## config.mk

```make
export PLATFORM = sky130hd
export DESIGN_NAME = frame_check_top
export DESIGN_NICKNAME = d
export VERILOG_FILES = /design/src/design/frame_check_pkg.sv /design/src/design/frame_link_if.sv /design/src/design/crc16_engine.sv /design/src/design/credit_fifo.sv /design/src/design/frame_check_top.sv /design/src/design/frame_checker.sv /design/src/design/verdict_reporter.sv
export VERILOG_INCLUDE_DIRS = /design/src /design/src/design
export SDC_FILE = /design/constraint.sdc
export NUM_CORES = 1
export LEC_CHECK = 0
export ABC_AREA = 1
export ABC_CLOCK_PERIOD_IN_PS = 6100
export BUFFER_PORTS_ARGS = -buffer_cell sky130_fd_sc_hd__clkbuf_2
export CAP_MARGIN = 30
export CELL_PAD_IN_SITES_DETAIL_PLACEMENT = 1
export CELL_PAD_IN_SITES_GLOBAL_PLACEMENT = 2
export CORE_ASPECT_RATIO = 0.75
export CORE_MARGIN = 4
export CORE_UTILIZATION = 44
export DETAILED_ROUTE_END_ITERATION = 16
export PLACE_DENSITY_LB_ADDON = 0.3
export SETUP_SLACK_MARGIN = 0.02
export SYNTH_ARGS = -nofsm -noshare
export SYNTH_HDL_FRONTEND = slang
export SYNTH_SLANG_ARGS = --single-unit
```

## constraint.sdc

```tcl
create_clock -name clk -period 6.1 [get_ports clk]
set_input_delay 0 -clock clk [delete_from_list [all_inputs] [get_ports clk]]
set_output_delay 0 -clock clk [all_outputs]
set_load 0.03 [all_outputs]
```

## src/design/frame_check_config.svh

```systemverilog
`ifndef FRAME_CHECK_CONFIG_SVH
`define FRAME_CHECK_CONFIG_SVH

// input buffer depth, also the sender's starting credits
`define FC_WORD_FIFO_DEPTH 8

// verdict queue depth and output credits at reset
`define FC_VERDICT_FIFO_DEPTH 4
`define FC_VERDICT_CREDITS 2

// widths of frame size, frame number and result counters
`define FC_FRAME_SIZE_W 23
`define FC_COUNT_W 16

// crc-16-ccitt, msb first, no reflection, no final xor
`define FC_CRC_POLY 16'h1021
`define FC_CRC_INIT 16'hFFFF

`endif

```

## src/design/frame_check_pkg.sv

```systemverilog
`include "frame_check_config.svh"

package frame_check_pkg;

	//--------------------------------------------------------------------------
	// stream and result types
	//--------------------------------------------------------------------------

	// one buffered input word
	// sof marks the first payload word of a frame
	typedef struct packed {
		logic        sof;
		logic [31:0] data;
	} word_t;

	// one verdict per frame
	// truncated frames are always reported with good low
	typedef struct packed {
		logic                   good;
		logic                   truncated;
		logic [`FC_COUNT_W-1:0] frame_no;
	} verdict_t;

	// running crc value
	typedef logic [15:0] crc_t;

endpackage

```

## src/design/frame_link_if.sv

```systemverilog
`timescale 1ns/1ps
`include "frame_check_config.svh"

//----------------------------------------------------------------------------
// buffer head to checker
//----------------------------------------------------------------------------

// pop is high exactly when valid is high
// head entry leaves on that edge
interface word_link_if;
	logic        valid;
	logic        sof;
	logic [31:0] data;
	logic        pop;

	modport src (output valid, output sof, output data, input pop);
	modport snk (input valid, input sof, input data, output pop);
endinterface

//----------------------------------------------------------------------------
// checker to reporter
//----------------------------------------------------------------------------

// valid is a single-cycle pulse, no back-pressure
interface verdict_link_if;
	logic                   valid;
	logic                   good;
	logic                   truncated;
	logic [`FC_COUNT_W-1:0] frame_no;

	modport src (output valid, output good, output truncated, output frame_no);
	modport snk (input valid, input good, input truncated, input frame_no);
endinterface

```

## src/design/crc16_engine.sv

```systemverilog
`timescale 1ns/1ps
`include "frame_check_config.svh"

module crc16_engine (
	input  logic                  clk,
	input  logic                  i_arst_n,
	input  logic                  i_clear,
	input  logic                  i_en,
	input  logic [31:0]           i_data,
	output frame_check_pkg::crc_t o_crc
);

	frame_check_pkg::crc_t crc_q;
	frame_check_pkg::crc_t seed;

	// 32 serial steps, data bit 31 first
	function automatic frame_check_pkg::crc_t fold_word(
		input frame_check_pkg::crc_t crc_in,
		input logic [31:0]           data
	);
		frame_check_pkg::crc_t crc;
		logic                  fb;
		crc = crc_in;
		for (int i = 31; i >= 0; i--) begin
			fb  = crc[15] ^ data[i];
			crc = {crc[14:0], 1'b0};
			if (fb) begin
				crc = crc ^ `FC_CRC_POLY;
			end
		end
		return crc;
	endfunction

	// clear restarts from init, so a sof word folds into a fresh crc
	assign seed = i_clear ? frame_check_pkg::crc_t'(`FC_CRC_INIT) : crc_q;

	always_ff @(posedge clk or negedge i_arst_n) begin
		if (!i_arst_n) begin
			crc_q <= `FC_CRC_INIT;
		end else if (i_en) begin
			crc_q <= fold_word(seed, i_data);
		end else if (i_clear) begin
			crc_q <= seed;
		end
	end

	assign o_crc = crc_q;

endmodule

```

## src/design/credit_fifo.sv

```systemverilog
`timescale 1ns/1ps

module credit_fifo #(
	parameter type T_PAYLOAD = logic [31:0],
	parameter int  DEPTH     = 8
) (
	input  logic     clk,
	input  logic     i_arst_n,
	input  logic     i_push,
	input  T_PAYLOAD i_push_data,
	output logic     o_valid,
	output T_PAYLOAD o_data,
	input  logic     i_pop,
	output logic     o_credit,
	output logic     o_overflow
);

	localparam int PTR_W = (DEPTH > 1) ? $clog2(DEPTH) : 1;
	localparam int CNT_W = $clog2(DEPTH + 1);

	T_PAYLOAD         mem [DEPTH];
	logic [PTR_W-1:0] wr_ptr;
	logic [PTR_W-1:0] rd_ptr;
	logic [CNT_W-1:0] count;
	logic             full;
	logic             do_push;
	logic             do_pop;

	// pointer step with wrap, depth need not be a power of two
	function automatic logic [PTR_W-1:0] next_ptr(input logic [PTR_W-1:0] ptr);
		if (ptr == PTR_W'(DEPTH - 1)) begin
			return '0;
		end
		return ptr + 1'b1;
	endfunction

	assign full    = (count == CNT_W'(DEPTH));
	assign o_valid = (count != '0);
	assign o_data  = mem[rd_ptr];
	// push into a full buffer is lost, even with a pop on the same edge
	assign do_push = i_push && !full;
	assign do_pop  = i_pop && o_valid;

	// storage
	always_ff @(posedge clk) begin
		if (do_push) begin
			mem[wr_ptr] <= i_push_data;
		end
	end

	// pointers, occupancy, credit return
	always_ff @(posedge clk or negedge i_arst_n) begin
		if (!i_arst_n) begin
			wr_ptr     <= '0;
			rd_ptr     <= '0;
			count      <= '0;
			o_credit   <= 1'b0;
			o_overflow <= 1'b0;
		end else begin
			if (do_push) begin
				wr_ptr <= next_ptr(wr_ptr);
			end
			if (do_pop) begin
				rd_ptr <= next_ptr(rd_ptr);
			end
			case ({do_push, do_pop})
				2'b10:   count <= count + 1'b1;
				2'b01:   count <= count - 1'b1;
				default: count <= count;
			endcase
			// one credit per popped entry, a cycle late
			o_credit <= do_pop;
			// sticky until reset
			if (i_push && full) begin
				o_overflow <= 1'b1;
			end
		end
	end

endmodule

```

## src/design/frame_check_top.sv

```systemverilog
`timescale 1ns/1ps
`include "frame_check_config.svh"

module frame_check_top (
	input  logic                        clk,
	input  logic                        i_arst_n,
	input  logic                        i_word_valid,
	input  logic                        i_word_sof,
	input  logic [31:0]                 i_word_data,
	output logic                        o_word_credit,
	input  logic [`FC_FRAME_SIZE_W-1:0] i_frame_size,
	output logic                        o_overflow,
	output logic                        o_verdict_valid,
	output logic                        o_verdict_good,
	output logic                        o_verdict_truncated,
	output logic [`FC_COUNT_W-1:0]      o_verdict_frame_no,
	input  logic                        i_verdict_credit,
	output logic [`FC_COUNT_W-1:0]      o_good_count,
	output logic [`FC_COUNT_W-1:0]      o_bad_count
);

	frame_check_pkg::word_t push_word;
	frame_check_pkg::word_t head_word;

	word_link_if    u_word_link ();
	verdict_link_if u_verdict_link ();

	// pack sender fields, unpack buffer head onto the link
	assign push_word          = '{sof: i_word_sof, data: i_word_data};
	assign u_word_link.sof    = head_word.sof;
	assign u_word_link.data   = head_word.data;

	// sender holds one credit per free entry
	credit_fifo #(
		.T_PAYLOAD (frame_check_pkg::word_t),
		.DEPTH     (`FC_WORD_FIFO_DEPTH)
	) u_word_fifo (
		.clk         (clk),
		.i_arst_n    (i_arst_n),
		.i_push      (i_word_valid),
		.i_push_data (push_word),
		.o_valid     (u_word_link.valid),
		.o_data      (head_word),
		.i_pop       (u_word_link.pop),
		.o_credit    (o_word_credit),
		.o_overflow  (o_overflow)
	);

	frame_checker u_checker (
		.clk          (clk),
		.i_arst_n     (i_arst_n),
		.i_frame_size (i_frame_size),
		.word         (u_word_link),
		.verdict      (u_verdict_link)
	);

	verdict_reporter u_reporter (
		.clk                 (clk),
		.i_arst_n            (i_arst_n),
		.verdict             (u_verdict_link),
		.o_verdict_valid     (o_verdict_valid),
		.o_verdict_good      (o_verdict_good),
		.o_verdict_truncated (o_verdict_truncated),
		.o_verdict_frame_no  (o_verdict_frame_no),
		.i_verdict_credit    (i_verdict_credit),
		.o_good_count        (o_good_count),
		.o_bad_count         (o_bad_count)
	);

endmodule

```

## src/design/frame_checker.sv

```systemverilog
`timescale 1ns/1ps
`include "frame_check_config.svh"

module frame_checker (
	input  logic                       clk,
	input  logic                       i_arst_n,
	input  logic [`FC_FRAME_SIZE_W-1:0] i_frame_size,
	word_link_if.snk                   word,
	verdict_link_if.src                verdict
);

	logic [`FC_FRAME_SIZE_W-1:0] size_q;
	logic [`FC_FRAME_SIZE_W-1:0] word_idx;
	logic [`FC_COUNT_W-1:0]      frame_no;
	logic                        in_frame;
	logic                        is_sof;
	logic                        is_body;
	logic                        is_check;
	logic                        crc_en;
	logic                        crc_match;
	frame_check_pkg::crc_t       crc;
	logic                        verdict_valid_q;
	logic                        good_q;
	logic                        trunc_q;
	logic [`FC_COUNT_W-1:0]      frame_no_q;

	// checker never stalls
	assign word.pop = word.valid;

	//--------------------------------------------------------------------------
	// word classification
	//--------------------------------------------------------------------------

	assign is_sof   = word.valid && word.sof;
	// non-sof words outside a frame fall through and are dropped
	assign is_body  = word.valid && !word.sof && in_frame;
	// sof word is index 0, so the check word sits at index frame size
	assign is_check = is_body && (word_idx == size_q);
	// check word itself stays out of the crc
	assign crc_en   = is_sof || (is_body && !is_check);
	// check word carries the crc in both halves
	assign crc_match = (word.data == {crc, crc});

	crc16_engine u_crc (
		.clk      (clk),
		.i_arst_n (i_arst_n),
		.i_clear  (is_sof),
		.i_en     (crc_en),
		.i_data   (word.data),
		.o_crc    (crc)
	);

	//--------------------------------------------------------------------------
	// frame tracking
	//--------------------------------------------------------------------------

	// frame size of zero is not supported, index starts at one after sof
	always_ff @(posedge clk or negedge i_arst_n) begin
		if (!i_arst_n) begin
			in_frame        <= 1'b0;
			size_q          <= '0;
			word_idx        <= '0;
			frame_no        <= '0;
			verdict_valid_q <= 1'b0;
		end else begin
			// early sof closes the open frame as truncated
			verdict_valid_q <= is_check || (is_sof && in_frame);
			if (is_sof) begin
				in_frame <= 1'b1;
				size_q   <= i_frame_size;
				word_idx <= `FC_FRAME_SIZE_W'(1);
				frame_no <= frame_no + 1'b1;
			end else if (is_check) begin
				in_frame <= 1'b0;
			end else if (is_body) begin
				word_idx <= word_idx + 1'b1;
			end
		end
	end

	// verdict payload, sampled with the old frame number
	always_ff @(posedge clk) begin
		if (is_sof) begin
			good_q     <= 1'b0;
			trunc_q    <= 1'b1;
			frame_no_q <= frame_no;
		end else if (is_check) begin
			good_q     <= crc_match;
			trunc_q    <= 1'b0;
			frame_no_q <= frame_no;
		end
	end

	assign verdict.valid     = verdict_valid_q;
	assign verdict.good      = good_q;
	assign verdict.truncated = trunc_q;
	assign verdict.frame_no  = frame_no_q;

endmodule

```

## src/design/verdict_reporter.sv

```systemverilog
`timescale 1ns/1ps
`include "frame_check_config.svh"

module verdict_reporter (
	input  logic                   clk,
	input  logic                   i_arst_n,
	verdict_link_if.snk            verdict,
	output logic                   o_verdict_valid,
	output logic                   o_verdict_good,
	output logic                   o_verdict_truncated,
	output logic [`FC_COUNT_W-1:0] o_verdict_frame_no,
	input  logic                   i_verdict_credit,
	output logic [`FC_COUNT_W-1:0] o_good_count,
	output logic [`FC_COUNT_W-1:0] o_bad_count
);

	// headroom above the reset credits
	localparam int CREDIT_W = $clog2(`FC_VERDICT_CREDITS + 1) + 1;

	frame_check_pkg::verdict_t in_verdict;
	frame_check_pkg::verdict_t head_verdict;
	logic                      head_valid;
	logic                      send;
	logic [CREDIT_W-1:0]       credits;

	assign in_verdict = '{
		good:      verdict.good,
		truncated: verdict.truncated,
		frame_no:  verdict.frame_no
	};

	// verdicts wait here in order while credits are out
	credit_fifo #(
		.T_PAYLOAD (frame_check_pkg::verdict_t),
		.DEPTH     (`FC_VERDICT_FIFO_DEPTH)
	) u_verdict_fifo (
		.clk         (clk),
		.i_arst_n    (i_arst_n),
		.i_push      (verdict.valid),
		.i_push_data (in_verdict),
		.o_valid     (head_valid),
		.o_data      (head_verdict),
		.i_pop       (send),
		.o_credit    (),
		.o_overflow  ()
	);

	assign send = head_valid && (credits != '0);

	//--------------------------------------------------------------------------
	// output credits and result port
	//--------------------------------------------------------------------------

	always_ff @(posedge clk or negedge i_arst_n) begin
		if (!i_arst_n) begin
			credits         <= CREDIT_W'(`FC_VERDICT_CREDITS);
			o_verdict_valid <= 1'b0;
		end else begin
			case ({send, i_verdict_credit})
				2'b10:   credits <= credits - 1'b1;
				2'b01:   credits <= credits + 1'b1;
				default: credits <= credits;
			endcase
			o_verdict_valid <= send;
		end
	end

	always_ff @(posedge clk) begin
		if (send) begin
			o_verdict_good      <= head_verdict.good;
			o_verdict_truncated <= head_verdict.truncated;
			o_verdict_frame_no  <= head_verdict.frame_no;
		end
	end

	// counted on arrival, not on send, wrap at width
	always_ff @(posedge clk or negedge i_arst_n) begin
		if (!i_arst_n) begin
			o_good_count <= '0;
			o_bad_count  <= '0;
		end else if (verdict.valid) begin
			if (verdict.good) begin
				o_good_count <= o_good_count + 1'b1;
			end else begin
				o_bad_count <= o_bad_count + 1'b1;
			end
		end
	end

endmodule

```

==> impl_table.tex <==
\begin{tabular}{lr}
\hline
Metric & Value \\
\hline
\multicolumn{2}{l}{\textbf{Clock network}} \\
Setup bufs post-CTS & 0 \\
Root buffer cell & sky130\_fd\_sc\_hd\_\_clkbuf\_16 \\
Hold Buf Count CTS & 60 \\
Number of buffers on the longest clock path & 3 \\
TritonCTS sink count & around 510 \\
Total of cells resized after clock tree synthesis & 0 \\
Clock slew seen by the registers of the worst setup and hold paths & 0.07 ns \\
Clock buffer count from CTS & between 50 and 60 \\
Clock insertion delay at the later pin of the skew report & between 0.6 and 0.7 ns \\
Maximum level of the CTS H-tree & 2 \\
CTS tree & built \\
\multicolumn{2}{l}{\textbf{Layout}} \\
N\_diodes & 0 \\
Share of final-layout standard cells stronger than drive strength 1 & 14.53\% \\
Filler Cell Count & approximately 5400 \\
Post-layout utilization of the core & 52.25\% \\
Layout-stage area growth over the synthesis result & 16.66\% \\
Total number of nets in the final design & roughly 2300 \\
FF+latch area & about 15000 um2 \\
Footprint of the multi-input gates & about 7000 um2 \\
\multicolumn{2}{l}{\textbf{STA}} \\
Maximum clock rate & 230.9 MHz \\
Total negative slack & 0 ns \\
Final number of hold-violating endpoints & 0 \\
Actual transition at the worst max-transition pin & roughly 0.9 ns \\
Clock skew & 0.01376 ns \\
Hold Slack & 0.05964 ns \\
Final count of negative-setup-slack endpoints & 0 \\
Final clock period utilization by the worst path & 70.98\% \\
Unrepaired setup endpoints after global routing & no \\
Tightest slew margin relative to the limit & roughly 40\% \\
Number of pins exceeding their max-slew limit in the final report & 0 \\
Crit path setup slack, layout & approximately 1.8 ns \\
Minimum clock period after layout & between 4 and 5 ns \\
\multicolumn{2}{l}{\textbf{Setup path}} \\
Endpoint type of the worst setup path & register \\
Critical path class & register to register \\
RR Startpoint & u\_word\_fifo.rd\_ptr[0] \\
Number of cell instances on the worst register-to-register path & 22 \\
Startpoint type of the worst setup path & register \\
R2r setup slk & roughly 1.8 ns \\
CP max FO & 82 \\
Worst EP required & 6.64 ns \\
Reg-to-reg endpoint & u\_checker.u\_crc.o\_crc[8] \\
Crit path from & u\_word\_fifo.rd\_ptr[0] \\
Critical path arrival & $\sim$4.9 ns \\
\multicolumn{2}{l}{\textbf{Placed design}} \\
Total half-perimeter wirelength after legalization and detailed placement & about 39000 um \\
Final weighted congestion in routability-driven placement & 0.9072 \\
Number of buffers added on ports & 112 \\
Worst setup timing slack at the placement stage & 1.746 ns \\
\multicolumn{2}{l}{\textbf{Routing}} \\
Ratio of routed vias to standard cells & between 5 and 6 \\
Number of design rule violations left after detail routing & 0 \\
Post-DR wirelength/cell & approximately 21 um \\
Violation count after the first detailed-route iteration & about 1200 \\
First-pass iteration count of the detailed router & 5 \\
Number of nets with antenna violations after routing & 0 \\
Total wirelength of the detailed-routed design & between 60000 and 70000 um \\
Vias & around 16000 \\
\multicolumn{2}{l}{\textbf{Synth}} \\
Cell with the most instances after synthesis & sky130\_fd\_sc\_hd\_\_nand2\_1 \\
Synth Register Bits & slightly above 500 \\
Number of library cell types mapped by synthesis & 56 \\
Async SR Flop Fraction & 26.63\% \\
Mean instance size in the synthesized netlist & 10.86 um2 \\
Most used flip-flop cell after synthesis & sky130\_fd\_sc\_hd\_\_edfxtp\_1 \\
Area share of the largest cell type after synthesis & about half \\
Area of the mapped netlist & 22640 um2 \\
Area leader, netlist & sky130\_fd\_sc\_hd\_\_edfxtp\_1 \\
Synthesis warning total & 0 \\
Post-synth EDFFs & 370 \\
Synthesized instance count & roughly 2100 \\
Fraction of the yosys area taken by sequential cells & roughly 64\% \\
Post-Synthesis Net Count & 2165 \\
Most frequent cells after synthesis & 414 x sky130\_fd\_sc\_hd\_\_nand2\_1, 370 x sky130\_fd\_sc\_hd\_\_edfxtp\_1, 194 x sky130\_fd\_sc\_hd\_\_nor2\_1 \\
Ranking of synthesized cells by area & sky130\_fd\_sc\_hd\_\_edfxtp\_1 49\%, sky130\_fd\_sc\_hd\_\_dfrtp\_1 13\%, sky130\_fd\_sc\_hd\_\_nand2\_1 6.9\%, sky130\_fd\_sc\_hd\_\_o21ai\_0 3.6\%, sky130\_fd\_sc\_hd\_\_nand3\_1 3.4\% \\
\multicolumn{2}{l}{\textbf{Status}} \\
Status & complete, no violations \\
\multicolumn{2}{l}{\textbf{Global route}} \\
Global router's overall resource usage & around 22\% \\
Vias in the first global route & roughly 17000 \\
Initial antenna violation count & 1 \\
Pin count of the biggest net entering global routing & 100 \\
Final global-route overflow total & 0 \\
First-pass GRT wire length & 96100 um \\
\multicolumn{2}{l}{\textbf{Floorplanning}} \\
Die outline height & around 200 um \\
Core area & $\sim$50000 um2 \\
Die Wd & 269.9 um \\
Die Outline Area & 55190 um2 \\
Starting utilization of the core area & between 40 and 50\% \\
Ports placed on the boundary & 113 \\
\# rows & 71 \\
\multicolumn{2}{l}{\textbf{Job}} \\
Max-cap viol count & 0 \\
\multicolumn{2}{l}{\textbf{Hold path}} \\
Type of the tightest min-delay check & input pin to asynchronous set/reset pin \\
\hline
\end{tabular}
[per-stage QoR]
stage / cell area, um2 / instances
floorplan: 22640 / 2084
global placement: 23770 / 2798
detailed placement: 23800 / 2799
CTS: 26370 / 2953
global route: 26410 / 2955
finish: 26410 / 2955
[flip-flops by register name (all words and copies together) (netlist names), 2 cells and up]
| register | count |
|---|---|
| u_word_fifo.wr_ptr | 3 |
| u_reporter.o_bad_count | 16 |
| u_checker.frame_no | 16 |
| u_word_fifo.rd_ptr | 3 |
| u_reporter.credits | 3 |
| u_reporter.u_verdict_fifo.count | 3 |
| u_reporter.u_verdict_fifo.rd_ptr | 2 |
| u_checker.u_crc.o_crc | 16 |
| u_reporter.u_verdict_fifo.wr_ptr | 2 |
| u_reporter.o_verdict_frame_no | 16 |
| u_word_fifo.mem | 264 |
| u_checker.word_idx | 23 |
| u_checker.size_q | 23 |
| u_word_fifo.count | 4 |
| u_reporter.o_good_count | 16 |
| u_checker.verdict.frame_no | 16 |
| u_reporter.u_verdict_fifo.mem | 72 |
[per-layer routing]
layer / track usage (%) / routed length, um
met1: 31.96 / 28610
met3: 2.852 / 2856
met2: 36.37 / 28690
met4: 4.577 / 844
met5: 0 / 0
[critical path, stage by stage (launching register included)]
cell and delay [ns]:
sky130_fd_sc_hd__dfrtp_4 0.66, sky130_fd_sc_hd__inv_6 0.41, sky130_fd_sc_hd__buf_4 0.71, sky130_fd_sc_hd__o21ai_0 0.22, sky130_fd_sc_hd__o22ai_1 0.17, sky130_fd_sc_hd__inv_1 0.06
sky130_fd_sc_hd__o21ai_1 0.29, sky130_fd_sc_hd__inv_2 0.09, sky130_fd_sc_hd__nand3_1 0.10, sky130_fd_sc_hd__nand2_1 0.10, sky130_fd_sc_hd__inv_1 0.07, sky130_fd_sc_hd__nand3_1 0.11
sky130_fd_sc_hd__nand2_2 0.14, sky130_fd_sc_hd__nand2_2 0.10, sky130_fd_sc_hd__nand2_4 0.11, sky130_fd_sc_hd__nand2_2 0.08, sky130_fd_sc_hd__nand3_1 0.18, sky130_fd_sc_hd__nand2_1 0.12
sky130_fd_sc_hd__nand2_1 0.14, sky130_fd_sc_hd__nand3_1 0.09, sky130_fd_sc_hd__nand2_1 0.08, sky130_fd_sc_hd__nand2_1 0.05, sky130_fd_sc_hd__o21ai_1 0.09
[cell families (layout without fill, tap and decap cells)]
family | Yosys count | in the layout | share of synthesized area (%)
buffers and inverters | 253 | 467 | 5.150
DFF | 507 | 507 | 64.26
AOI/OAI and AO/OA | 323 | 323 | 8.118
muxes | 3 | 3 | 0.1989
and+or+nand+nor | 872 | 872 | 16.88
xor gates and xnor gates | 105 | 105 | 4.128
adders and majority gates | 21 | 21 | 1.260
[placed cells by master, fill, tap and decap left out, drive strengths merged, types with 2 or more instances in the layout]
cell / n
a21oi: 30
a31oi: 2
a32o: 5
buf: 26
bufinv: 13
clkbuf: 179
clkinv: 13
dfrtp: 118
dfstp: 17
dfxtp: 2
dlygate4sd3: 59
edfxtp: 370
fa: 3
ha: 18
inv: 176
mux2: 2
nand2: 453
nand3: 167
nand3b: 9
nand4: 13
nor2: 196
nor3: 20
nor4: 9
o2111ai: 4
o211ai: 3
o21ai: 207
o221ai: 8
o22ai: 59
xnor2: 37
xor2: 68
[final cells by class]
type | count | area share (%)
multi-input cells | 1324 | 26.48
clock inverters | 26 | 1.966
inverters | 177 | 2.544
flip-flops and latches | 507 | 55.11
repair buffers | 196 | 5.367
clock buffers | 68 | 5.424
well taps | 657 | 3.112
[how the worst max path moves through the flow]
stage	endpoint	slack [ns]
2_1_floorplan	u_word_fifo.mem[1][0]	3.26
3_3_place_gp	u_checker.u_crc.o_crc[6]	1.83
3_5_place_dp	u_checker.u_crc.o_crc[6]	1.75
4_1_cts	u_checker.u_crc.o_crc[6]	1.70
5_1_grt	u_checker.word_idx[15]	1.22
6_report	u_checker.u_crc.o_crc[8]	1.77
Power is left out: the tool's default activity adds up to more than one toggle a clock period on the data nets, which glitch-free logic cannot reach.
